$ cat config.mk
export PLATFORM = sky130hd
export DESIGN_NAME = sbox_unit
export DESIGN_NICKNAME = d
export VERILOG_FILES = /design/src/logic/gf64_pkg.sv /design/src/logic/sbox_unit.sv /design/src/logic/sbox_result.sv /design/src/logic/sbox_execute.sv /design/src/logic/gf64_pow52.sv /design/src/logic/sbox_decode.sv /design/src/logic/gf64_mul.sv
export SDC_FILE = /design/constraint.sdc
export NUM_CORES = 1
export LEC_CHECK = 0
export BUFFER_PORTS_ARGS = -buffer_cell sky130_fd_sc_hd__buf_2
export CAP_MARGIN = 15
export CELL_PAD_IN_SITES_DETAIL_PLACEMENT = 0
export CELL_PAD_IN_SITES_GLOBAL_PLACEMENT = 2
export CORE_ASPECT_RATIO = 1.75
export CORE_MARGIN = 5
export CORE_UTILIZATION = 35
export DETAILED_ROUTE_END_ITERATION = 12
export GPL_TIMING_DRIVEN = 0
export PLACE_DENSITY = 0.73
export SKIP_CTS_REPAIR_TIMING = 1
export SKIP_LAST_GASP = 1
export SYNTH_ARGS = -nofsm -noshare
export SYNTH_HDL_FRONTEND = slang
export SYNTH_SLANG_ARGS = --single-unit
$ cat constraint.sdc
create_clock -name clk -period 2.6 [get_ports clk]
set_clock_uncertainty 0.15 [all_clocks]
set_input_delay 0.52 -clock clk [delete_from_list [all_inputs] [get_ports clk]]
set_output_delay 0.52 -clock clk [all_outputs]
set_load 0.02 [all_outputs]
$ cat src/logic/gf64_pkg.sv
package gf64_pkg;

  // ##########################################################################
  // Field element and command types
  // ##########################################################################

  typedef logic [5:0] gf64_t;  // Digits t^2 in 5:4, t^1 in 3:2, t^0 in 1:0

  typedef enum logic [1:0] {
    OP_SBOX = 2'd0,
    OP_MUL  = 2'd1,
    OP_POW  = 2'd2
  } sbox_op_e;

  typedef enum logic [1:0] {
    POW_IDLE,
    POW_RUN,
    POW_DONE
  } pow_state_e;

  typedef struct packed {
    sbox_op_e op;
    gf64_t    a;
    gf64_t    b;
  } cmd_t;

  typedef struct packed {
    sbox_op_e op;
    gf64_t    a;
    gf64_t    b;
    logic     illegal;
  } dec_t;

  typedef struct packed {
    gf64_t data;
    logic  err;
  } res_t;

  localparam gf64_t      POW_EXP  = 6'b110100;  // 52
  localparam logic [2:0] POW_TOP  = 3'd5;       // MSB position of POW_EXP
  localparam gf64_t      GF64_ONE = 6'b000001;

  // ##########################################################################
  // Linear layers around the power
  // ##########################################################################

  function automatic gf64_t map_in(gf64_t x);
    gf64_t y;
    y[0] = x[0] ^ x[3] ^ x[4];
    y[1] = x[1] ^ x[2] ^ x[4];
    y[2] = x[1] ^ x[4];
    y[3] = x[3] ^ x[4];
    y[4] = x[2] ^ x[4];
    y[5] = x[1] ^ x[2] ^ x[5];
    return y;
  endfunction

  function automatic gf64_t map_out(gf64_t x);
    gf64_t y;
    y[0] = x[2] ^ x[5];
    y[1] = x[1] ^ x[5];
    y[2] = x[2] ^ x[3];
    y[3] = x[0] ^ x[2] ^ x[3] ^ x[5];
    y[4] = ^x;  // Parity of all six bits
    y[5] = x[2] ^ x[4];
    return y;
  endfunction

endpackage
$ cat src/logic/sbox_unit.sv
`timescale 1ns/1ps
module sbox_unit
  import gf64_pkg::*;
(
  input  logic clk,
  input  logic arst_n,
  input  logic start,
  input  cmd_t cmd,
  output logic res_valid,
  output res_t res,
  output logic busy
);

  logic dec_valid;
  dec_t dec;
  logic ex_valid;
  res_t ex_res;

  sbox_decode u_decode (
    .clk       (clk),
    .arst_n    (arst_n),
    .start     (start),
    .cmd       (cmd),
    .busy      (busy),
    .dec_valid (dec_valid),
    .dec       (dec)
  );

  sbox_execute u_execute (
    .clk       (clk),
    .arst_n    (arst_n),
    .dec_valid (dec_valid),
    .dec       (dec),
    .ex_valid  (ex_valid),
    .ex_res    (ex_res)
  );

  sbox_result u_result (
    .clk         (clk),
    .arst_n      (arst_n),
    .start_taken (dec_valid),
    .ex_valid    (ex_valid),
    .ex_res      (ex_res),
    .res_valid   (res_valid),
    .res         (res),
    .busy        (busy)
  );

endmodule

$ cat src/logic/sbox_result.sv
`timescale 1ns/1ps
module sbox_result
  import gf64_pkg::*;
(
  input  logic clk,
  input  logic arst_n,
  input  logic start_taken,
  input  logic ex_valid,
  input  res_t ex_res,
  output logic res_valid,
  output res_t res,
  output logic busy
);

  logic busy_q;

  always_ff @(posedge clk or negedge arst_n) begin
    if (!arst_n) begin
      busy_q    <= 1'b0;
      res_valid <= 1'b0;
      res       <= '0;
    end else begin
      res_valid <= ex_valid;
      if (ex_valid) begin
        res    <= ex_res;
        busy_q <= 1'b0;  // Drops together with the valid pulse
      end else if (start_taken) begin
        busy_q <= 1'b1;
      end
    end
  end

  // Covers the cycle right after the accepted strobe, before busy_q is set
  assign busy = busy_q || start_taken;

endmodule

$ cat src/logic/sbox_execute.sv
`timescale 1ns/1ps
module sbox_execute
  import gf64_pkg::*;
(
  input  logic clk,
  input  logic arst_n,
  input  logic dec_valid,
  input  dec_t dec,
  output logic ex_valid,
  output res_t ex_res
);

  gf64_t    prod;
  gf64_t    pow_base;
  gf64_t    pow_res;
  logic     pow_go;
  logic     pow_done;
  logic     short_cmd;
  logic     fix_bit;
  sbox_op_e op_q;
  gf64_t    a_q;

  gf64_mul u_mul (
    .a (dec.a),
    .b (dec.b),
    .p (prod)
  );

  // Multiply and illegal commands finish in one cycle
  assign short_cmd = dec.illegal || (dec.op == OP_MUL);
  assign pow_go    = dec_valid && !short_cmd;
  assign pow_base  = (dec.op == OP_SBOX) ? map_in(dec.a) : dec.a;

  gf64_pow52 u_pow (
    .clk    (clk),
    .arst_n (arst_n),
    .go     (pow_go),
    .base   (pow_base),
    .done   (pow_done),
    .result (pow_res)
  );

  always_ff @(posedge clk) begin
    if (pow_go) begin
      op_q <= dec.op;
      a_q  <= dec.a;
    end
  end

  assign fix_bit = a_q[2] ^ a_q[4];  // Correction term of the S-box

  always_ff @(posedge clk or negedge arst_n) begin
    if (!arst_n) begin
      ex_valid <= 1'b0;
    end else begin
      ex_valid <= (dec_valid && short_cmd) || pow_done;
    end
  end

  always_ff @(posedge clk) begin
    if (dec_valid && dec.illegal) begin
      ex_res <= '{data: '0, err: 1'b1};
    end else if (dec_valid && dec.op == OP_MUL) begin
      ex_res <= '{data: prod, err: 1'b0};
    end else if (pow_done) begin
      if (op_q == OP_SBOX) begin
        ex_res <= '{data: map_out(pow_res) ^ {6{fix_bit}}, err: 1'b0};
      end else begin
        ex_res <= '{data: pow_res, err: 1'b0};
      end
    end
  end

endmodule

$ cat src/logic/gf64_pow52.sv
`timescale 1ns/1ps
module gf64_pow52
  import gf64_pkg::*;
(
  input  logic  clk,
  input  logic  arst_n,
  input  logic  go,
  input  gf64_t base,
  output logic  done,
  output gf64_t result
);

  pow_state_e state;
  logic [2:0] bit_idx;
  gf64_t      acc;
  gf64_t      base_q;
  gf64_t      sq_in;
  gf64_t      mul_base;
  gf64_t      sq;
  gf64_t      sq_x_base;
  gf64_t      step;
  logic       bit_set;

  // ##########################################################################
  // One square-and-multiply step per cycle
  // ##########################################################################

  // The go cycle already takes the MSB, with the accumulator seen as 1
  assign sq_in    = (state == POW_IDLE) ? GF64_ONE : acc;
  assign mul_base = (state == POW_IDLE) ? base : base_q;
  assign bit_set  = (state == POW_IDLE) ? POW_EXP[POW_TOP] : POW_EXP[bit_idx];

  gf64_mul u_square (
    .a (sq_in),
    .b (sq_in),
    .p (sq)
  );

  gf64_mul u_times_base (
    .a (sq),
    .b (mul_base),
    .p (sq_x_base)
  );

  assign step = bit_set ? sq_x_base : sq;

  always_ff @(posedge clk or negedge arst_n) begin
    if (!arst_n) begin
      state   <= POW_IDLE;
      bit_idx <= '0;
    end else begin
      case (state)
        POW_IDLE: begin
          if (go) begin
            state   <= POW_RUN;
            bit_idx <= POW_TOP - 3'd1;
          end
        end
        POW_RUN: begin
          if (bit_idx == 3'd0) begin
            state <= POW_DONE;  // LSB consumed in this step
          end
          bit_idx <= bit_idx - 3'd1;
        end
        POW_DONE: state <= POW_IDLE;
        default:  state <= POW_IDLE;
      endcase
    end
  end

  always_ff @(posedge clk) begin
    if (state == POW_IDLE && go) begin
      base_q <= base;
      acc    <= step;
    end else if (state == POW_RUN) begin
      acc <= step;
    end
  end

  assign done   = (state == POW_DONE);
  assign result = acc;

endmodule

$ cat src/logic/sbox_decode.sv
`timescale 1ns/1ps
module sbox_decode
  import gf64_pkg::*;
(
  input  logic clk,
  input  logic arst_n,
  input  logic start,
  input  cmd_t cmd,
  input  logic busy,
  output logic dec_valid,
  output dec_t dec
);

  logic accept;
  logic illegal;

  assign accept = start && !busy;  // Strobes during a command are dropped

  always_comb begin
    case (cmd.op)
      OP_SBOX, OP_MUL, OP_POW: illegal = 1'b0;
      default:                 illegal = 1'b1;
    endcase
  end

  always_ff @(posedge clk or negedge arst_n) begin
    if (!arst_n) begin
      dec_valid <= 1'b0;
    end else begin
      dec_valid <= accept;
    end
  end

  always_ff @(posedge clk) begin
    if (accept) begin
      dec <= '{op: cmd.op, a: cmd.a, b: cmd.b, illegal: illegal};
    end
  end

endmodule

$ cat src/logic/gf64_mul.sv
`timescale 1ns/1ps
module gf64_mul
  import gf64_pkg::*;
(
  input  gf64_t a,
  input  gf64_t b,
  output gf64_t p
);

  // GF(4) product with w^2 = w + 1
  function automatic logic [1:0] gf4_mul(logic [1:0] x, logic [1:0] y);
    logic hi;
    hi = x[1] & y[1];
    return {(x[0] & y[1]) ^ (x[1] & y[0]) ^ hi, (x[0] & y[0]) ^ hi};
  endfunction

  function automatic logic [1:0] gf4_mul_w(logic [1:0] x);
    return {x[0] ^ x[1], x[1]};
  endfunction

  logic [1:0] c [5];  // Unreduced coefficients of t^0 .. t^4

  always_comb begin
    for (int k = 0; k < 5; k++) begin
      c[k] = 2'b00;
    end
    for (int i = 0; i < 3; i++) begin
      for (int j = 0; j < 3; j++) begin
        c[i+j] = c[i+j] ^ gf4_mul(a[2*i +: 2], b[2*j +: 2]);
      end
    end
  end

  // t^3 = w folds into t^0 and t^4 = w*t folds into t^1
  assign p = {c[2], c[1] ^ gf4_mul_w(c[4]), c[0] ^ gf4_mul_w(c[3])};

endmodule

# Word-level counts from Yosys, hierarchy flattened
# Memory sizes are Yosys's and may differ from the RTL's.
# Cells that the tools add are included.
# totals
mem_count	1
ramBits	0
output_inout_bits	9
register_bits	57
mem_bits_ro	8
latch_bits	0
# mem_list
memory	words	word_bits	read_ports	rd_ports_with_merged_regs	write_ports	line	source
(name not given)	8	1	1	0	0	gf64_pow52.sv:31	assign bit_set = (state == POW_IDLE) ? POW_EXP[POW_TOP] : POW_EXP[bit_idx];
# classes
mul	0
n_eq_ne	7
n_shift	0
addsub	1
div_mod_pow	0
bitwise	191
magnitude_cmp	1
reduce_logical	24
mux	19
# ops
cell	n
XOR 1 bit	88
bitwise AND 1 bit	84
2-to-1 mux 6 bit	6
XOR 2 bit	18
2-to-1 mux 7 bit	3
zero test 2 bit	4
nonzero test 2 bit	4
== test 2 x 1 -> 1 bit (second input constant)	3
logical AND 1 bit	6
case mux 3 bit (2 select lines)	1
parity 6 bit	1
XOR 6 bit	1
2-to-1 mux 1 bit	5
== test 2 bit (second input constant)	2
less-than comparator 3 x 4 -> 1 bit (second input constant)	1
2-to-1 mux 2 bit	2
!= test 2 bit (second input constant)	2
case mux 2 bit (2 select lines)	1
AND reduction 2 bit	2
zero test 3 bit	1
logical OR 1 bit	3
2-to-1 mux 3 bit	1
OR reduction 3 bit	1
subtractor 3 x 1 -> 3 bit (second input constant)	1
zero test 1 bit	2

# Longest topological paths before layout
# depth
word_depth	16
depth_mapped	7

# Hierarchy
# Synthesis repeated with hierarchy kept, for this count alone.
# unflattened
hier_cells	442
hier_area_um2	4296.6
# by_module_without_submodules
mod	seq_area_each_um2	area_each_um2	cells_per_inst	n_inst
gf64_mul	0.0	599.3	86	3
gf64_pow52	485.5	838.3	58	1
sbox_execute	285.3	807.0	89	1
sbox_decode	475.5	495.5	18	1
sbox_result	225.2	357.8	19	1

# Worst setup path before layout
# No wires, ideal clock.
# synth_timing
kind	flip-flop to flip-flop
start	register u_decode.dec_valid
end	register, netlist name u_decode.dec[0]
arrival_ns	1.498
synth_period_minus_slack_ns	2.035
path_stages_with_launch	3
n_path_buf	0
required_ns	2.062
setup_time_ns	0.388
slack_ns	0.565
path_cell_list	dfrtp_1 > or2_2 > nor2_1
# synth_via
elab_chain_len	3
# synth_lines
element	line	source
start: declaration	sbox_decode.sv:10	output logic dec_valid,
start signal: assignment	sbox_decode.sv:30	dec_valid <= accept;
logical OR 1 bit	sbox_result.sv:34	assign busy = busy_q || start_taken;
named net busy	sbox_unit.sv:11	output logic busy
zero test 1 bit	sbox_decode.sv:17	assign accept = start && !busy;
logical AND 1 bit	sbox_decode.sv:17	
named net u_decode.accept	sbox_decode.sv:14	logic accept;
# The timed path passes the listed nets, and every way through them passes these cells.
# A chain may end at the register's enable or synchronous reset.

# Final worst setup path
# layout_timing
start	register u_decode.dec_valid
end	register, netlist name u_decode.dec[8]
# layout_via
elab_chain_len	3
# layout_lines
element	line
logical OR 1 bit	sbox_result.sv:34
zero test 1 bit	sbox_decode.sv:17
logical AND 1 bit	sbox_decode.sv:17
named net u_decode.accept	sbox_decode.sv:14
# The timed path passes the listed nets, and every way through them passes these cells.

==> flow_summary.toml <==
[synth]
synth_area_mm2 = 0.00352
synth-main-ff-cell = "edfxtp_1"
synth_cells = 353
synthTopCellsByCount = "58 x nand2_1, 47 x xnor2_1, 31 x edfxtp_1"
synth.largest_area_cell = "edfxtp_1"
yosys_register_bits = 54
synth.area.top_cells = "edfxtp_1 26%, xnor2_1 12%, dfrtp_1 11%"
yosysWarnings = 0
synth_edf_count = 31
synth_top_area_share = 0.264
synth.avg_cell_area_um2 = 9.98
async_reset_ff_frac = 0.296
synth_seq_area_share = 0.418
synth_nets = 373
synth_most_common_cell = "nand2_1"
synth.distinct_cells = 50

[floorplan]
dieWidth_um = 85.8
die_h_um = 143
coreArea_mm2 = 0.00985
die-area_mm2 = 0.0122
io_pins = 26
start_util = 0.358
rows = 48

[clocking]
cts_made_buffers = 5
root_buffer = "clkbuf_16"
h-tree-depth = 2
insertion_delay_ns = 0.30
numClockSinks = 54
clkSlewWorstSetupHoldPaths_ns = 0.07
clk_path_buf_depth = 2
cts_tree = "done"

[worst_setup_path]
worstSetupStartpointType = "register"
reg2regPathDepth = 2
criticalPathCategory = "reg2reg"
path_delay_family = "simple AND/OR/NAND/NOR gates"
cp.arrival_ns = 1.96
worstPathRequired_ns = 2.36
crit_chain = "or2_2 > nor2_1"
endpoint_kind = "register"
crit_buf_inv = 0
cp_slowest_cell = "nor2_1"
cp_num_cells = 2
crit_fanout = 16
max_stage_delay_ns = 0.84

[run]
cap_violations = 0

[placement]
io_buffers = 25
gp_congestion = 0.748
dp.final_hpwl_mm = 6.25
dp_cells = 503

[detailed_routing]
drt_iter0_markers = 74
wl_mm = 8.14
ant_nets = 0
wl_per_cell_um = 15.9
first_pass_iters = 4
avgViaCountPerCell = 4.97
drc = 0
vias = 2540

[global_routing]
antenna_found_initial = 0
grt_util_met2 = 0.284
met3_usage = 0.0208
met1_usage = 0.151
top_usage_layer = "met2"
grt_max_degree = 17
overflow = 0
grt_pass1_vias = 2605
grt_pass1_wl_mm = 13.5
track_usage = 0.143

[sta]
fmax_mhz = 455
max-slew-margin-rel = 0.260
holdWs_ns = -0.0292
post-route-period-util = 0.845
slew_viol_final = 0
final-hold-violation-count = 16
final.setup.tns_ns = 0
rsz0062_at_grt = "false"
period_minus_slack_ns = 2.20
finalSetupViolations = 0
worstMarginPinSlew_ns = 1.11

[power_and_ir_drop]
vdd_drop_max_v = 0.000646
p_leak_uw = 0.00154
power_density_mw_per_mm2 = 1210
power_uw = 4790

[layout]
drive_gt1_frac = 0.202
nFillCells = 1001
final_util = 0.403
layout.nets = 405
n_antenna_cell = 0
multi_input_area_mm2 = 0.00191
regArea_mm2 = 0.00147
layoutNonFillerInstCount = 511
syn2layout_area_growth_pct = 12.6

[min_path]
worst_hold_path_type = "in2async"

[status]
status = "finished with violations"
violations = "hold timing"
[flip-flops by register name, summed over array words and instances, names as in the netlist]
register / flops
u_execute.u_pow.state: 2
u_execute.ex_res: 7
u_execute.u_pow.result: 6
u_result.res_valid: 1
u_execute.op_q: 2
u_result.res: 7
u_execute.a_q: 2
u_execute.ex_valid: 1
u_decode.dec: 15
u_execute.u_pow.base_q: 6
u_result.busy_q: 1
u_decode.dec_valid: 1
u_execute.u_pow.bit_idx: 3
[layer usage]
| metal | part of all wire | wire length, µm | up-vias |
|---|---|---|---|
| met1 | 0.37 | 3050 | 1205 |
| met3 | 0.028 | 229 | 7 |
| li1 | - | - | 1284 |
| met2 | 0.58 | 4730 | 44 |
| met5 | 0 | 0 | - |
| met4 | 0.016 | 131 | 0 |
[cells in the final DEF, fill, tap and decap left out, types with 3 or more instances in the layout]
cell,instances
nand2_1,58
xnor2_1,47
buf_2,38
edfxtp_1,31
o21ai_0,19
xor2_1,17
mux2_2,17
dfrtp_1,16
nor2_1,15
nand2b_1,12
a22oi_1,10
a21oi_1,8
o21ai_1,7
dfxtp_1,7
inv_1,5
clkbuf_1,5
nor3_1,5
o22ai_1,5
a211oi_1,5
clkbuf_16,5
and2_1,4
nor2b_1,4
or2_2,3
mux2i_1,3
ha_1,3
[worst register-to-register path, cell delays in order, from the launching register on]
cell and delay [ns]:
dfrtp_1 0.47, or2_2 0.35, nor2_1 0.84
[power by group]
part           switching [µW]  internal, µW
combinational            1470          1170
clock                     298           412
sequential                193          1250
[kinds of logic after synthesis]
kind of cell / synth area share
mux: 0.0778
compound gates: 0.126
flops: 0.418
buf+inv: 0.0409
xor+xnor: 0.181
simple gates: 0.146
fa+ha+maj: 0.0107
[layout make-up]
type | instances | share of cell area
multi-input combinational | 271 | 0.481
sequential | 54 | 0.371
tap | 125 | 0.0394
clock buffer | 7 | 0.0385
timing repair buffer | 25 | 0.0316
buffer | 23 | 0.0316
inverter | 5 | 0.00473
clock inverter | 1 | 0.00221
[final timing paths]
kind,start,endpoint,slack (ns)
max in group asynchronous,arst_n,u_decode.dec_valid,2.07
worst max-delay path,u_decode.dec_valid,u_decode.dec[8],0.40
min in group clk,u_execute.ex_valid,u_result.res_valid,0.23
worst min register to register,u_execute.ex_valid,u_result.res_valid,0.23
worst min-delay path,arst_n,u_execute.u_pow.bit_idx[2],-0.03
worst max register to register,u_decode.dec_valid,u_decode.dec[8],0.40
[per-stage QoR]
stage                     area [µm²]  setup WS (ns)
after floorplan                 3520          0.565
after global placement          3800          0.373
final                           3970          0.403
after global routing            3970          0.256
after CTS                       3970          0.342
after detailed placement        3800          0.356
No activity file was read; power rests on OpenSTA's default activity.
